File: config.mk
export PLATFORM = sky130hd
export DESIGN_NAME = gfx_mapper_top
export DESIGN_NICKNAME = d
export VERILOG_FILES = /design/src/source/gfx_map_pkg.sv /design/src/source/gfx_bank_table.sv /design/src/source/gfx_bank_mapper.sv /design/src/source/gfx_addr_compose.sv /design/src/source/gfx_mapper_top.sv
export SDC_FILE = /design/constraint.sdc
export NUM_CORES = 1
export LEC_CHECK = 0
export BUFFER_PORTS_ARGS = -buffer_cell sky130_fd_sc_hd__buf_2
export CORE_MARGIN = 2
export CORE_UTILIZATION = 53
export CTS_CLUSTER_DIAMETER = 60
export DETAILED_ROUTE_END_ITERATION = 16
export GPL_ROUTABILITY_DRIVEN = 0
export PLACE_DENSITY_LB_ADDON = 0.3
export SYNTH_ARGS = -nofsm -noshare
export SYNTH_HDL_FRONTEND = slang
export SYNTH_SLANG_ARGS = --single-unit
File: constraint.sdc
create_clock -name clk -period 2.35 [get_ports clk]
set_input_delay 0.47 -clock clk [delete_from_list [all_inputs] [get_ports clk]]
set_output_delay 0.47 -clock clk [all_outputs]
set_load 0.02 [all_outputs]
File: src/source/gfx_map_pkg.sv
// Shared widths, layer and game codes, bank encodings
// and the packed structs passed between the mapper stages
`default_nettype none

package gfx_map_pkg;

    // Field widths
    localparam int GAME_W = 6;
    localparam int CODE_W = 16;
    localparam int ROW_W  = 4;
    localparam int ROM_AW = 20;
    localparam int NIB_W  = 4;

    // Layer fetcher codes
    localparam logic [2:0] LAYER_OBJ   = 3'd0;
    localparam logic [2:0] LAYER_SCR1  = 3'd1;
    localparam logic [2:0] LAYER_SCR2  = 3'd2;
    localparam logic [2:0] LAYER_SCR3  = 3'd3;
    localparam logic [2:0] LAYER_STARS = 3'd4;

    // Built-in game ids, unknown ids fall back to generic
    localparam logic [GAME_W-1:0] GAME_GENERIC = 6'd0;
    localparam logic [GAME_W-1:0] GAME_SPLIT   = 6'd1;
    localparam logic [GAME_W-1:0] GAME_STACKED = 6'd2;

    // One-hot bank codes
    localparam logic [3:0] BANK_NONE = 4'b0000;
    localparam logic [3:0] BANK_0    = 4'b0001;
    localparam logic [3:0] BANK_1    = 4'b0010;
    localparam logic [3:0] BANK_2    = 4'b0100;
    localparam logic [3:0] BANK_3    = 4'b1000;

    // Upper nibble thresholds for the alternate bank set
    localparam logic [NIB_W-1:0] SPLIT_SCR2_HI  = 4'd8;
    localparam logic [NIB_W-1:0] STACKED_OBJ_HI = 4'd4;

    // Request from a layer fetcher
    typedef struct packed {
        logic              valid;
        logic [2:0]        layer;
        logic [CODE_W-1:0] code;
        logic [ROW_W-1:0]  row;
    } gfx_req_t;

    // Bank table output
    typedef struct packed {
        logic              valid;
        logic [CODE_W-1:0] code;
        logic [ROW_W-1:0]  row;
        logic [3:0]        bank;
    } bank_sel_t;

    // Bank mapper output
    typedef struct packed {
        logic              valid;
        logic [CODE_W-1:0] code;
        logic [ROW_W-1:0]  row;
        logic [NIB_W-1:0]  offset;
        logic [NIB_W-1:0]  mask;
        logic              unmapped;
    } region_t;

    // Board configuration words, bank 0 in the lowest nibble
    typedef struct packed {
        logic [4*NIB_W-1:0] bank_offset;
        logic [4*NIB_W-1:0] bank_mask;
    } gfx_cfg_t;

endpackage

`default_nettype wire

File: src/source/gfx_bank_table.sv
// Per-game bank table: primary and alternate bank per layer,
// set select from the code range, registered one-hot result
`default_nettype none

module gfx_bank_table (
    input  wire logic                          clk,
    input  wire logic                          rst,
    input  wire logic [gfx_map_pkg::GAME_W-1:0] game,
    input  wire gfx_map_pkg::gfx_req_t         req,
    output gfx_map_pkg::bank_sel_t             sel
);

    // Upper nibble of the tile code
    logic [gfx_map_pkg::NIB_W-1:0] hi;

    // Primary and alternate bank, plus which one applies
    logic [3:0] bank_a;
    logic [3:0] bank_b;
    logic       set_used;

    // Stage registers
    logic                          sel_valid;
    logic [3:0]                    sel_bank;
    logic [gfx_map_pkg::CODE_W-1:0] sel_code;
    logic [gfx_map_pkg::ROW_W-1:0]  sel_row;

    assign hi = req.code[gfx_map_pkg::CODE_W-1 -: gfx_map_pkg::NIB_W];

    always_comb begin
        // No bank unless a rule below assigns one
        bank_a   = gfx_map_pkg::BANK_NONE;
        bank_b   = gfx_map_pkg::BANK_NONE;
        set_used = 1'b0;
        // Layers 5 to 7 have no fetcher behind them
        if (req.layer <= gfx_map_pkg::LAYER_STARS) begin
            case (game)
                gfx_map_pkg::GAME_SPLIT: begin
                    case (req.layer)
                        gfx_map_pkg::LAYER_OBJ:  bank_a = gfx_map_pkg::BANK_0;
                        gfx_map_pkg::LAYER_SCR1: bank_a = gfx_map_pkg::BANK_1;
                        gfx_map_pkg::LAYER_SCR2: begin
                            // Upper code range moves to bank 2
                            bank_a   = gfx_map_pkg::BANK_1;
                            bank_b   = gfx_map_pkg::BANK_2;
                            set_used = hi >= gfx_map_pkg::SPLIT_SCR2_HI;
                        end
                        gfx_map_pkg::LAYER_SCR3: bank_a = gfx_map_pkg::BANK_2;
                        default:                 bank_a = gfx_map_pkg::BANK_3;
                    endcase
                end
                gfx_map_pkg::GAME_STACKED: begin
                    case (req.layer)
                        gfx_map_pkg::LAYER_OBJ: begin
                            // Objects spill into bank 1 above the first quarter
                            bank_a   = gfx_map_pkg::BANK_0;
                            bank_b   = gfx_map_pkg::BANK_1;
                            set_used = hi >= gfx_map_pkg::STACKED_OBJ_HI;
                        end
                        gfx_map_pkg::LAYER_SCR1,
                        gfx_map_pkg::LAYER_SCR2: bank_a = gfx_map_pkg::BANK_2;
                        gfx_map_pkg::LAYER_SCR3: bank_a = gfx_map_pkg::BANK_3;
                        // Star field has no ROM on this board
                        default:                 bank_a = gfx_map_pkg::BANK_NONE;
                    endcase
                end
                // Generic and unknown games share bank 0
                default: bank_a = gfx_map_pkg::BANK_0;
            endcase
        end
    end

    // Strobe and bank
    always_ff @(posedge clk or posedge rst) begin
        if (rst) begin
            sel_valid <= 1'b0;
            sel_bank  <= gfx_map_pkg::BANK_NONE;
        end else begin
            sel_valid <= req.valid;
            sel_bank  <= set_used ? bank_b : bank_a;
        end
    end

    // Code and row ride along
    always_ff @(posedge clk) begin
        sel_code <= req.code;
        sel_row  <= req.row;
    end

    assign sel = '{
        valid: sel_valid,
        code:  sel_code,
        row:   sel_row,
        bank:  sel_bank
    };

endmodule

`default_nettype wire

File: src/source/gfx_bank_mapper.sv
// Bank to region decode: offset and mask nibbles from the
// configuration words, unmapped flag in the same stage
`default_nettype none

module gfx_bank_mapper (
    input  wire logic                   clk,
    input  wire logic                   rst,
    input  wire gfx_map_pkg::gfx_cfg_t  cfg,
    input  wire gfx_map_pkg::bank_sel_t sel,
    output gfx_map_pkg::region_t        region
);

    // Upper code nibble, tested against the new mask
    logic [gfx_map_pkg::NIB_W-1:0] hi;

    // Decoded nibbles before the register
    logic [gfx_map_pkg::NIB_W-1:0] offset_d;
    logic [gfx_map_pkg::NIB_W-1:0] mask_d;
    logic                          unmapped_d;

    // Stage registers
    logic                           reg_valid;
    logic [gfx_map_pkg::NIB_W-1:0]  reg_offset;
    logic [gfx_map_pkg::NIB_W-1:0]  reg_mask;
    logic                           reg_unmapped;
    logic [gfx_map_pkg::CODE_W-1:0] reg_code;
    logic [gfx_map_pkg::ROW_W-1:0]  reg_row;

    assign hi = sel.code[gfx_map_pkg::CODE_W-1 -: gfx_map_pkg::NIB_W];

    always_comb begin
        case (sel.bank)
            gfx_map_pkg::BANK_0: begin
                offset_d = cfg.bank_offset[3:0];
                mask_d   = cfg.bank_mask[3:0];
            end
            gfx_map_pkg::BANK_1: begin
                offset_d = cfg.bank_offset[7:4];
                mask_d   = cfg.bank_mask[7:4];
            end
            gfx_map_pkg::BANK_2: begin
                offset_d = cfg.bank_offset[11:8];
                mask_d   = cfg.bank_mask[11:8];
            end
            gfx_map_pkg::BANK_3: begin
                offset_d = cfg.bank_offset[15:12];
                mask_d   = cfg.bank_mask[15:12];
            end
            // No bank, pass the code through untouched
            default: begin
                offset_d = '0;
                mask_d   = '1;
            end
        endcase
        // Missing bank or code bits outside the region
        unmapped_d = (sel.bank == gfx_map_pkg::BANK_NONE) || (|(hi & ~mask_d));
    end

    always_ff @(posedge clk or posedge rst) begin
        if (rst) begin
            reg_valid    <= 1'b0;
            reg_offset   <= '0;
            reg_mask     <= '0;
            reg_unmapped <= 1'b1;
        end else begin
            reg_valid    <= sel.valid;
            reg_offset   <= offset_d;
            reg_mask     <= mask_d;
            reg_unmapped <= unmapped_d;
        end
    end

    always_ff @(posedge clk) begin
        reg_code <= sel.code;
        reg_row  <= sel.row;
    end

    assign region = '{
        valid:    reg_valid,
        code:     reg_code,
        row:      reg_row,
        offset:   reg_offset,
        mask:     reg_mask,
        unmapped: reg_unmapped
    };

endmodule

`default_nettype wire

File: src/source/gfx_addr_compose.sv
// ROM word address build from region, masked code, tile index
// and row, registered with the strobe and unmapped flag
`default_nettype none

module gfx_addr_compose (
    input  wire logic                         clk,
    input  wire logic                         rst,
    input  wire gfx_map_pkg::region_t         region,
    output logic                              rom_req,
    output logic [gfx_map_pkg::ROM_AW-1:0]    rom_addr,
    output logic                              unmapped
);

    // Region select bits of the tile code
    logic [gfx_map_pkg::NIB_W-1:0] hi;
    // Top nibble of the ROM address
    logic [gfx_map_pkg::NIB_W-1:0] top;
    logic [gfx_map_pkg::ROM_AW-1:0] addr_d;

    assign hi  = region.code[gfx_map_pkg::CODE_W-1 -: gfx_map_pkg::NIB_W];
    assign top = region.offset | (hi & region.mask);

    // Region, then tile index, then row within the tile
    assign addr_d = {
        top,
        region.code[gfx_map_pkg::CODE_W-gfx_map_pkg::NIB_W-1:0],
        region.row
    };

    always_ff @(posedge clk or posedge rst) begin
        if (rst) begin
            rom_req  <= 1'b0;
            rom_addr <= '0;
            unmapped <= 1'b1;
        end else begin
            // Strobe fires for unmapped tiles as well
            rom_req <= region.valid;
            // Hold the last result between requests
            if (region.valid) begin
                rom_addr <= addr_d;
                unmapped <= region.unmapped;
            end
        end
    end

endmodule

`default_nettype wire

File: src/source/gfx_mapper_top.sv
// Graphics ROM address mapper top, three stage chain:
// bank table, bank mapper, address compose
`default_nettype none

module gfx_mapper_top (
    input  wire logic                          clk,
    input  wire logic                          rst,
    // Configuration levels, stable while requests flow
    input  wire logic [gfx_map_pkg::GAME_W-1:0] game,
    input  wire gfx_map_pkg::gfx_cfg_t         cfg,
    // Fetcher request, valid bit is the strobe
    input  wire gfx_map_pkg::gfx_req_t         req,
    // Result three cycles after the request
    output logic                               rom_req,
    output logic [gfx_map_pkg::ROM_AW-1:0]     rom_addr,
    output logic                               unmapped
);

    // Stage one to stage two
    gfx_map_pkg::bank_sel_t sel;
    // Stage two to stage three
    gfx_map_pkg::region_t   region;

    // Game and code range to one-hot bank
    gfx_bank_table u_bank_table (
        .clk  (clk),
        .rst  (rst),
        .game (game),
        .req  (req),
        .sel  (sel)
    );

    // One-hot bank to offset, mask and unmapped
    gfx_bank_mapper u_bank_mapper (
        .clk    (clk),
        .rst    (rst),
        .cfg    (cfg),
        .sel    (sel),
        .region (region)
    );

    // Final ROM word address
    gfx_addr_compose u_addr_compose (
        .clk      (clk),
        .rst      (rst),
        .region   (region),
        .rom_req  (rom_req),
        .rom_addr (rom_addr),
        .unmapped (unmapped)
    );

endmodule

`default_nettype wire

Word-level counts from Yosys, hierarchy flattened:

Index checks and enable logic that the tools add are counted.

* register bits: 77
* input port bits: 64
* word-level logic and storage cells: 49
* output and inout bits: 22

* multiplexer cells: 15
* equal/unequal tests: 9
* reduce and logical (&&, ||, !) cells: 5
* magnitude comparators: 3
* bitwise operators: 4

Operators by type and width (number)
* case mux 4 bit (4 select lines): 2
* case mux 4 bit (3 select lines): 2
* case mux 4 bit (2 select lines): 2
* 2-to-1 mux 4 bit: 3
* AND 4 bit: 2
* == test 3 x 2 -> 1 bit (second input constant): 2
* == test 6 x 1 -> 1 bit (second input constant): 1
* == test 6 x 2 -> 1 bit (second input constant): 1
* == test 4 x 1 -> 1 bit (second input constant): 1
* == test 4 x 2 -> 1 bit (second input constant): 1
* == test 4 x 3 -> 1 bit (second input constant): 1
* == test 4 bit (second input constant): 1
* >= comparator 4 x 3 -> 1 bit (second input constant): 1
* >= comparator 4 bit (second input constant): 1
* zero test 4 bit: 1
* inverter 4 bit: 1
* bitwise OR 4 bit: 1
* OR reduction 4 bit: 1
* == test 3 x 1 -> 1 bit (second input constant): 1
* <= comparator 3 bit (second input constant): 1
* zero test 3 bit: 1
* 2-to-1 mux 1 bit: 3
* 2-to-1 mux 3 bit: 1
* 2-to-1 mux 2 bit: 1
* other kinds (3): 3

Logic depth before layout (Yosys ltp):

Gate-level depths: netlist of the first run.

* word-level depth: 6
* depth in mapped cells: 7
* depth with buffers taken out: 5

Hierarchy:

Synthesis of the first run repeated with hierarchy kept, for this count alone.

* cell total of the unflattened synthesis: 200
* area, all modules: 2637.5 um2

Modules (own cells, without submodules)
* gfx_bank_mapper: times used 1, sequential area each 651.9 um2, cells an instance 91, area an instance 1023.5 um2
* gfx_addr_compose: times used 1, sequential area each 551.8 um2, cells an instance 55, area an instance 889.6 um2
* gfx_bank_table: times used 1, sequential area each 525.5 um2, cells an instance 54, area an instance 724.4 um2

Least setup slack after synthesis of the first run:

Ideal clock, no wire load.

* path kind: input port to flip-flop
* from: in game[3] (netlist name)
* to: reg u_bank_table.sel_bank[1]
* buffers on the path: 0
* path slack: 891 ps
* arrival time: 1355 ps
* required time: 2246 ps
* stages on the path: 4
* setup time: 104 ps
* cells stage by stage: nor4_4 > nand3b_1 > or3_1 > o41ai_2

* word-level cells in the longest chain between the ends: 4
* elaborated cells between the ends (all ways): 9
* those cells by class: 2 x eq/ne; 7 x mux

RTL lines
* start, declared: RTL line gfx_mapper_top.sv:9 `input wire logic [gfx_map_pkg::GAME_W-1:0] game,`
* == test 6 x 2 -> 1 bit or == test 6 x 1 -> 1 bit (tied branches): RTL line gfx_bank_table.sv:36 `case (game)`
* case mux 4 bit (2 select lines) or case mux 1 bit (2 select lines) (tied branches): RTL line gfx_bank_table.sv:36
* 2-to-1 mux 4 bit or 2-to-1 mux 1 bit (tied branches): RTL line gfx_bank_table.sv:35 `if (req.layer <= gfx_map_pkg::LAYER_STARS) begin`
* 2-to-1 mux 4 bit (*): RTL line gfx_bank_table.sv:79 `sel_bank <= set_used ? bank_b : bank_a;`
* end signal, assigned: RTL line gfx_bank_table.sv:76 `sel_bank <= gfx_map_pkg::BANK_NONE;`
* end signal, assigned: RTL line gfx_bank_table.sv:79
* end, declared: RTL line gfx_bank_table.sv:23 `logic [3:0] sel_bank;`

Every way passes the cells marked *; elsewhere a longest branch is shown, timed or not.
A chain may end at the register's enable or synchronous reset.

Final worst setup path of the first run:

* from: reg u_bank_table.sel_bank[2]
* to: reg u_bank_mapper.reg_unmapped

* word-level cells in the longest chain between the ends: 6
* elaborated cells between the ends (all ways): 10
* those cells by class: 4 x eq/ne; 1 x mux; 2 x bitwise; 3 x reduce/logical

RTL lines
* == test 4 bit (tied with other cells): RTL line gfx_bank_mapper.sv:32 `case (sel.bank)`
* case mux 4 bit (4 select lines): RTL line gfx_bank_mapper.sv:32
* inverter 4 bit: RTL line gfx_bank_mapper.sv:56 `unmapped_d = (sel.bank == gfx_map_pkg::BANK_NONE) || (|(hi & ~mask_d));`
* AND 4 bit: RTL line gfx_bank_mapper.sv:56
* OR reduction 4 bit: RTL line gfx_bank_mapper.sv:56
* logical OR 1 bit (*): RTL line gfx_bank_mapper.sv:56
* net u_bank_mapper.unmapped_d: RTL line gfx_bank_mapper.sv:19 `logic unmapped_d;`
* end signal, assigned: RTL line gfx_bank_mapper.sv:69 `reg_unmapped <= unmapped_d;`
* end, declared: RTL line gfx_bank_mapper.sv:25 `logic reg_unmapped;`

The timed path passes the listed nets; every way through them passes the cells marked *.

==> out/metrics.csv, run 1 <==
stage,metric,value,unit
final_layout,nNetsFinal,356,
run_status,run_status,"complete, no violations",
logic_synthesis,yosysWarnings,0,
timing,setup_viol,0,
detailed_routing,ant_nets,0,
clock_tree,htree_levels,3,
detailed_routing,drt_pass1_iterations,4,
setup_path,startpoint_type,register,
setup_path,crit_start,u_bank_table.sel_bank[2]$_DFF_PP0_,
final_layout,finish.instance_area,3230,um2
min_path,worstHoldPathCells,1,
clock_tree,clk_latency,330,ps
global_route,grt_pass1_wl,7.55,mm
pwr,power_frac_clock,0.361,
clock_tree,numCtsBuffers,9,
global_route,overflow,0,
logic_synthesis,syn_avg_cell_area,12.7,um2
pwr,max-vdd-ir-drop,0.341,mV
global_route,grt_pass1_vias,1655,
min_path,worstHoldPathType,input pin to register,
detailed_routing,wire_per_inst,13.5,um
logic_synthesis,synth_area,2570,um2
clock_tree,clockBufferDepth,2,
place,dp_hpwl,3.52,mm
final_layout,drive_gt1_frac,0.424,
clock_tree,clockRootBuffer,clkbuf_8,
detailed_routing,drt-initial-drc-count,103,
global_route,antenna_found_initial,0,
place,dp_cells,335,
pwr,combPwrFrac,0.101,
timing,max_freq,0.648,GHz
floorplanning,io_pins,86,
final_layout,final_common_cell,buf_2,
global_route,grt_usage,0.190,
floorplanning,dieHeight,73.6,um
floorplanning,row_count,25,
global_route,grt_max_degree,38,
clock_tree,hold_buffers,0,
setup_path,endpoint_kind,register,
logic_synthesis,synth_cell_types,39,
setup_path,r2r-start,u_bank_table.sel_bank[2]$_DFF_PP0_,
setup_path,worst_ep_required_time,2620,ps
timing,fin_setup_tns,0,ps
floorplanning,coreArea,4690,um2
pwr,p_per_area,835,nW/um2
clock_tree,post_cts_resized,0,
setup_path,worstSetupPathType,register to register,
setup_path,arrival,1810,ps
clock_tree,clk_pin_slew,70,ps
place,io_buffers,85,
floorplanning,die_x,73.6,um
final_layout,antenna_cells,0,
final_layout,final_util,0.689,
setup_path,r2r_cells,5,
detailed_routing,drc_errors,0,
floorplanning,start_util,0.548,
clock_tree,post_cts_buffers,0,
pwr,power.switching,0.615,mW
timing,rsz0062_at_grt,no,
final_layout,finalNonFillerCells,351,
final_layout,num-fill-cells,363,
timing,maxSlewViolCount,0,
logic_synthesis,synthesis.nets,266,
logic_synthesis,synth_seq_cells,77,
flow_run,cap_violations,0,
clock_tree,numClockSinks,77,
place,place_area,3030,um2
timing,fin_crit,1540,ps
final_layout,final_cell_mix,"85 x buf_2, 40 x dfxtp_1, 35 x dfrtp_1",
timing,fin_worst_skew,8.41,ps
pwr,leakage,1.51,nW
detailed_routing,vias_per_cell,5.11,
timing,maxSlewHeadroom,0.572,
detailed_routing,vias,1794,
timing,final_hold_viol_count,0,
pwr,power_frac_seq,0.538,
floorplanning,die_area,5420,um2
final_layout,area_growth,25.7,%
pwr,switching_share,0.228,
clock_tree,cts_tree,yes,
logic_synthesis,synth_cells,202,
logic_synthesis,synth_seq_area_share,0.673,
min_path,worstHoldStart,req[7],
detailed_routing,drt-total-wl,4.75,mm
timing,period_share,0.656,
timing,tightest_slew,633,ps
pwr,p_int,2.08,mW
setup_path,cp_max_fo,18,
## final timing paths
check                                                    endpoint  slack (ps)
setup / recovery             u_bank_mapper.reg_unmapped$_DFF_PP1_         810
min in group asynchronous  u_addr_compose.rom_addr[3]$_DFFE_PP0P_         240
max in group asynchronous    u_bank_mapper.reg_unmapped$_DFF_PP1_        1750
hold reg to reg                  u_bank_mapper.reg_row[1]$_DFF_P_         320
hold / removal                   u_bank_table.sel_code[3]$_DFF_P_         230
setup reg to reg             u_bank_mapper.reg_unmapped$_DFF_PP1_         810
## per-stage QoR
step | power (mW) | hold slack, ps | setup slack (ps)
6_report | 2.70 | 229 | 807
5_1_grt | 2.82 | 203 | 642
4_1_cts | 2.72 | 215 | 819
3_5_place_dp | 1.76 | 313 | 692
3_3_place_gp | 1.74 | 310 | 701
2_1_floorplan | 1.63 | 310 | 891
## worst max-delay path: stages (launching register included)
cell	delay, ps
dfrtp_1	560
nor2b_1	240
a22o_1	230
a22oi_1	200
a32oi_1	140
nand4_1	120
## routing by layer
metal,share of wire,up-vias,wire length (um),global-route usage
li1,-,892,-,-
met1,0.46,823,2180,0.239
met2,0.46,71,2180,0.293
met3,0.066,8,312,0.0741
met4,0.016,0,74,0.0788
met5,0,-,0,0
## cell type report
cell class	instances	area (um2)	share of cell area
flip-flops and latches	77	1730	0.535
multi-input cells	116	787	0.244
repair buffers	87	440	0.136
clock buffers	13	159	0.0492
well taps	54	67.6	0.0209
clock inverters	3	43.8	0.0136
inverters	1	3.75	0.00116
## power groups by stage
stage	registers [mW]	clock network (mW)	logic (mW)
after CTS	1.45	0.993	0.276
after detailed placement	1.48	0	0.276
after floorplan	1.52	0	0.110
after global placement	1.47	0	0.270
final	1.45	0.975	0.273
after global routing	1.46	1.06	0.301
## synth_stat cells (all sizes together)
library cell | number | area, um2
nor2b | 3 | 21.3
and3b | 1 | 8.76
o21a | 1 | 7.51
nand4 | 1 | 6.26
and2 | 1 | 6.26
dfrtp | 35 | 876
o21ai | 10 | 53.8
o21bai | 1 | 7.51
buf | 6 | 42.5
nand2 | 18 | 70.1
maj3 | 1 | 10.0
or2 | 1 | 6.26
a32oi | 1 | 8.76
a21oi | 9 | 45.0
nand3 | 3 | 15.0
and2b | 1 | 10.0
or3 | 1 | 6.26
o41ai | 1 | 16.3
clkbuf | 2 | 7.51
mux2 | 17 | 191
inv | 1 | 3.75
nor2 | 16 | 60.1
dfstp | 2 | 52.6
a22oi | 8 | 60.1
a22o | 4 | 35.0
o32ai | 1 | 8.76
xor2 | 1 | 8.76
xnor2 | 1 | 8.76
o2bb2ai | 1 | 8.76
a31oi | 4 | 25.0
dfxtp | 40 | 801
and3 | 1 | 6.26
nor4b | 1 | 8.76
nand3b | 6 | 45.0
nor4 | 1 | 21.3
## sequential cells by signal, summed over array words and instances, names as in the netlist, 4 cells and up
signal / cells
u_bank_mapper.reg_offset: 4
u_bank_mapper.reg_mask: 4
u_bank_mapper.reg_row: 4
u_bank_table.sel_bank: 4
u_bank_table.sel_row: 4
u_addr_compose.rom_addr: 20
u_bank_table.sel_code: 16
u_bank_mapper.reg_code: 16
## cells by family (layout without fill, tap and decap cells)
family,count (synthesis),after routing,share of synthesized area
DFF,77,77,0.673
and+or+nand+nor,55,55,0.113
AOI/OAI and AO/OA,41,41,0.108
muxes,17,17,0.0745
buffers and inverters,9,104,0.0209
xor gates and xnor gates,2,2,0.00682
adders and majority gates,1,1,0.00389
Note: power is estimated with default switching activity, not from simulation.
==> inputs of run 2 (changes only) <==
- ABC_AREA: default -> 1
- CORE_UTILIZATION: 53 -> 44
- clock period: 2.35 -> 1.4 ns (I/O delays scaled with it)
==> out/metrics.csv, run 2 <==
stage,metric,value,unit,change
run_status,run_status,"complete, no violations",,
detailed_routing,dr.max_layer_used,met4,,
clock_tree,clockBufferDepth,2,,unchanged
detailed_routing,ant_nets,0,,unchanged
pwr,leakage,1.71,nW,+14%
setup_path,endpoint_kind,output pin,,
final_layout,largest_reg_flops,20,,unchanged
clock_tree,htree_levels,3,,unchanged
pwr,max-vdd-ir-drop,0.730,mV,+110%
clock_tree,numCtsBuffers,9,,unchanged
setup_path,r2r_end,u_bank_mapper.reg_unmapped$_DFF_PP1_,,
global_route,grt_pass1_wl,7.90,mm,+4.7%
timing,fin_crit,1310,ps,
detailed_routing,wire_per_inst,11.1,um,-18%
setup_path,worst_ep_required_time,1120,ps,-1500 ps
global_route,grt_pass1_vias,1836,,+11%
min_path,worstHoldPathType,input pin to register,,
min_path,whs_endpoint,u_bank_table.sel_code[1]$_DFF_P_,,
logic_synthesis,syn_avg_cell_area,9.99,um2,-22%
detailed_routing,wl_met1,2.03,mm,-6.8%
clock_tree,clk_latency,330,ps,about the same
timing,final.setup.worst_slack,88.1,ps,-719 ps
pwr,p_per_area,1310,nW/um2,+57%
detailed_routing,drt-initial-drc-count,76,,-26%
clock_tree,clockRootBuffer,clkbuf_8,,
logic_synthesis,synth_flop_cell,dfxtp_1,,
floorplanning,row_count,27,,+8.0%
logic_synthesis,yosysWarnings,0,,unchanged
global_route,grt_max_degree,38,,unchanged
logic_synthesis,synth_area,2580,um2,+0.24%
clock_tree,clk_pin_slew,80,ps,about the same
logic_synthesis,synth_top_area_share,0.340,,-0.000828
timing,max_freq,0.762,GHz,
setup_path,rrSetupSlack,100,ps,-710 ps
clock_tree,cts_tree,yes,,
logic_synthesis,synth_cells,258,,+28%
timing,setup_viol,0,,unchanged
floorplanning,die_x,80.5,um,+9.4%
detailed_routing,vias,1985,,+11%
detailed_routing,wl_met2,2.41,mm,+11%
clock_tree,numClockSinks,77,,unchanged
timing,maxSlewViolCount,0,,unchanged
setup_path,r2r-start,u_bank_table.sel_bank[3]$_DFF_PP0_,,
logic_synthesis,synth_seq_area_share,0.671,,-0.00163
setup_path,crit_family,flip-flops,,
logic_synthesis,synth-edff-count,0,,unchanged
setup_path,arrival,1030,ps,-780 ps
logic_synthesis,async_flop_share,0.481,,unchanged
floorplanning,io_pins,86,,unchanged
final_layout,num-fill-cells,512,,+41%
final_layout,finish.instance_area,3330,um2,+3.2%
setup_path,crit_buf_inv,1,,+1
logic_synthesis,synth_cell_types,24,,-38%
logic_synthesis,synthTopCellsByArea,"dfrtp_1 34%, dfxtp_1 31%, nand2_1 14%, nand3_1 2.9%, nor2_1 2.6%",,
logic_synthesis,synth.most_common_cell,nand2_1,,
global_route,antenna_found_initial,0,,unchanged
final_layout,area_growth,29.4,%,
detailed_routing,drc_errors,0,,unchanged
timing,final_hold_viol_count,0,,unchanged
timing,period_share,0.937,,
setup_path,critical_path.slowest_cell,dfstp_2,,
setup_path,worstSetupPathType,register to output pin,,
detailed_routing,vias_per_cell,4.56,,-11%
final_layout,antenna_cells,0,,unchanged
final_layout,final_util,0.598,,-0.0903
floorplanning,coreArea,5570,um2,+19%
place,place_area,3120,um2,+2.9%
timing,maxSlewHeadroom,0.813,,+0.241
min_path,worstHoldStart,req[5],,
setup_path,cp_num_cells,1,,-4
final_layout,final_cell_mix,"95 x nand2_1, 85 x buf_2, 40 x dfxtp_1",,
min_path,worstHoldPathCells,1,,unchanged
final_layout,finalNonFillerCells,435,,+24%
floorplanning,start_util,0.462,,-0.0856
floorplanning,dieHeight,80.5,um,+9.4%
detailed_routing,wl_met3,307,um,-1.6%
timing,tightest_slew,277,ps,-355 ps
setup_path,r2r_cells,10,,+5
flow_run,cap_violations,0,,unchanged
setup_path,crit_path_max_incr_delay,530,ps,-30 ps
floorplanning,die_area,6480,um2,+20%
setup_path,cp_max_fo,2,,-16
detailed_routing,drt-total-wl,4.82,mm,+1.5%
timing,rsz0062_at_grt,yes,,
place,dp_cells,415,,+24%
detailed_routing,drt_pass1_iterations,4,,unchanged
logic_synthesis,yosys.area.top_type,dfrtp_1,,
setup_path,startpoint_type,register,,
final_layout,reg.largest.list,"u_addr_compose.rom_addr (20), u_bank_mapper.reg_code (16), u_bank_table.sel_code (16)",,
place,place_ws,111,ps,-581 ps
global_route,grt_usage,0.166,,-0.0244
final_layout,final_common_cell,nand2_1,,
setup_path,crit_chain,buf_2,,
final_layout,nNetsFinal,422,,+19%
logic_synthesis,synthesis.nets,322,,+21%
global_route,overflow,0,,unchanged
timing,fin_worst_skew,6.42,ps,-2.00 ps
final_layout,top_register,u_addr_compose.rom_addr,,
logic_synthesis,synth_seq_cells,77,,unchanged
place,dp_hpwl,3.58,mm,+1.5%
place,io_buffers,85,,unchanged
final_layout,drive_gt1_frac,0.364,,-0.0606
logic_synthesis,ys_top_cells_by_count,"95 x nand2_1, 40 x dfxtp_1, 35 x dfrtp_1",,
==> run 2: logic make-up after synthesis <==
| group | share of synthesized area |
|---|---|
| simple gates | 0.268 |
| compound gates | 0.0282 |
| mux | 0.00874 |
| buf+inv | 0.0243 |
| flops | 0.671 |
==> run 2: where the power goes <==
group          switching (mW)  internal (mW)
Combinational           0.266          0.190
Clock                   0.826          0.668
Sequential             0.0600           2.36
==> run 2: what timing repair did <==
action                                 4_1_cts  5_1_grt
setup endpoints to repair                    0        1
gates resized for setup                      0        2
endpoints found under the hold margin       35        0
hold buffers                                 1        0
buffers inserted                             0        3
==> run 2: how the worst max path moves through the flow <==
stage,start,to,slack [ps]
after floorplan,u_bank_table.sel_bank[0]$_DFF_PP0_,u_bank_mapper.reg_unmapped$_DFF_PP1_,240
after global placement,u_bank_table.sel_bank[2]$_DFF_PP0_,u_bank_mapper.reg_unmapped$_DFF_PP1_,150
after detailed placement,u_bank_table.sel_bank[2]$_DFF_PP0_,u_bank_mapper.reg_unmapped$_DFF_PP1_,110
after CTS,u_addr_compose.unmapped$_DFFE_PP1P_,unmapped,60
after global routing,u_bank_table.sel_bank[3]$_DFF_PP0_,u_bank_mapper.reg_unmapped$_DFF_PP1_,-30
final,u_addr_compose.unmapped$_DFFE_PP1P_,unmapped,90
==> run 2: final cells by class <==
cell class | instances | area, um2 | share of cell area
clock inverter | 7 | 56.3 | 0.0169
inverter | 12 | 45.0 | 0.0135
sequential | 77 | 1730 | 0.519
multi-input combinational | 165 | 790 | 0.237
timing repair buffer | 93 | 500 | 0.150
tap | 72 | 90.1 | 0.0270
clock buffer | 9 | 124 | 0.0371
==> run 2: stage by stage <==
stage | hold slack (ps) | TNS (ps) | power, mW
floorplan | 308 | 0 | 2.71
global placement | 310 | 0 | 2.91
detailed placement | 313 | 0 | 2.93
CTS | 14.9 | 0 | 4.42
global route | 4.84 | -29.8 | 4.60
finish | 35.2 | 0 | 4.37
==> run 2: metal layers <==
layer | track usage | vias to the layer above
li1 | - | 1016
met1 | 0.187 | 914
met5 | 0 | -
met2 | 0.280 | 50
met4 | 0.0831 | 0
met3 | 0.0539 | 5
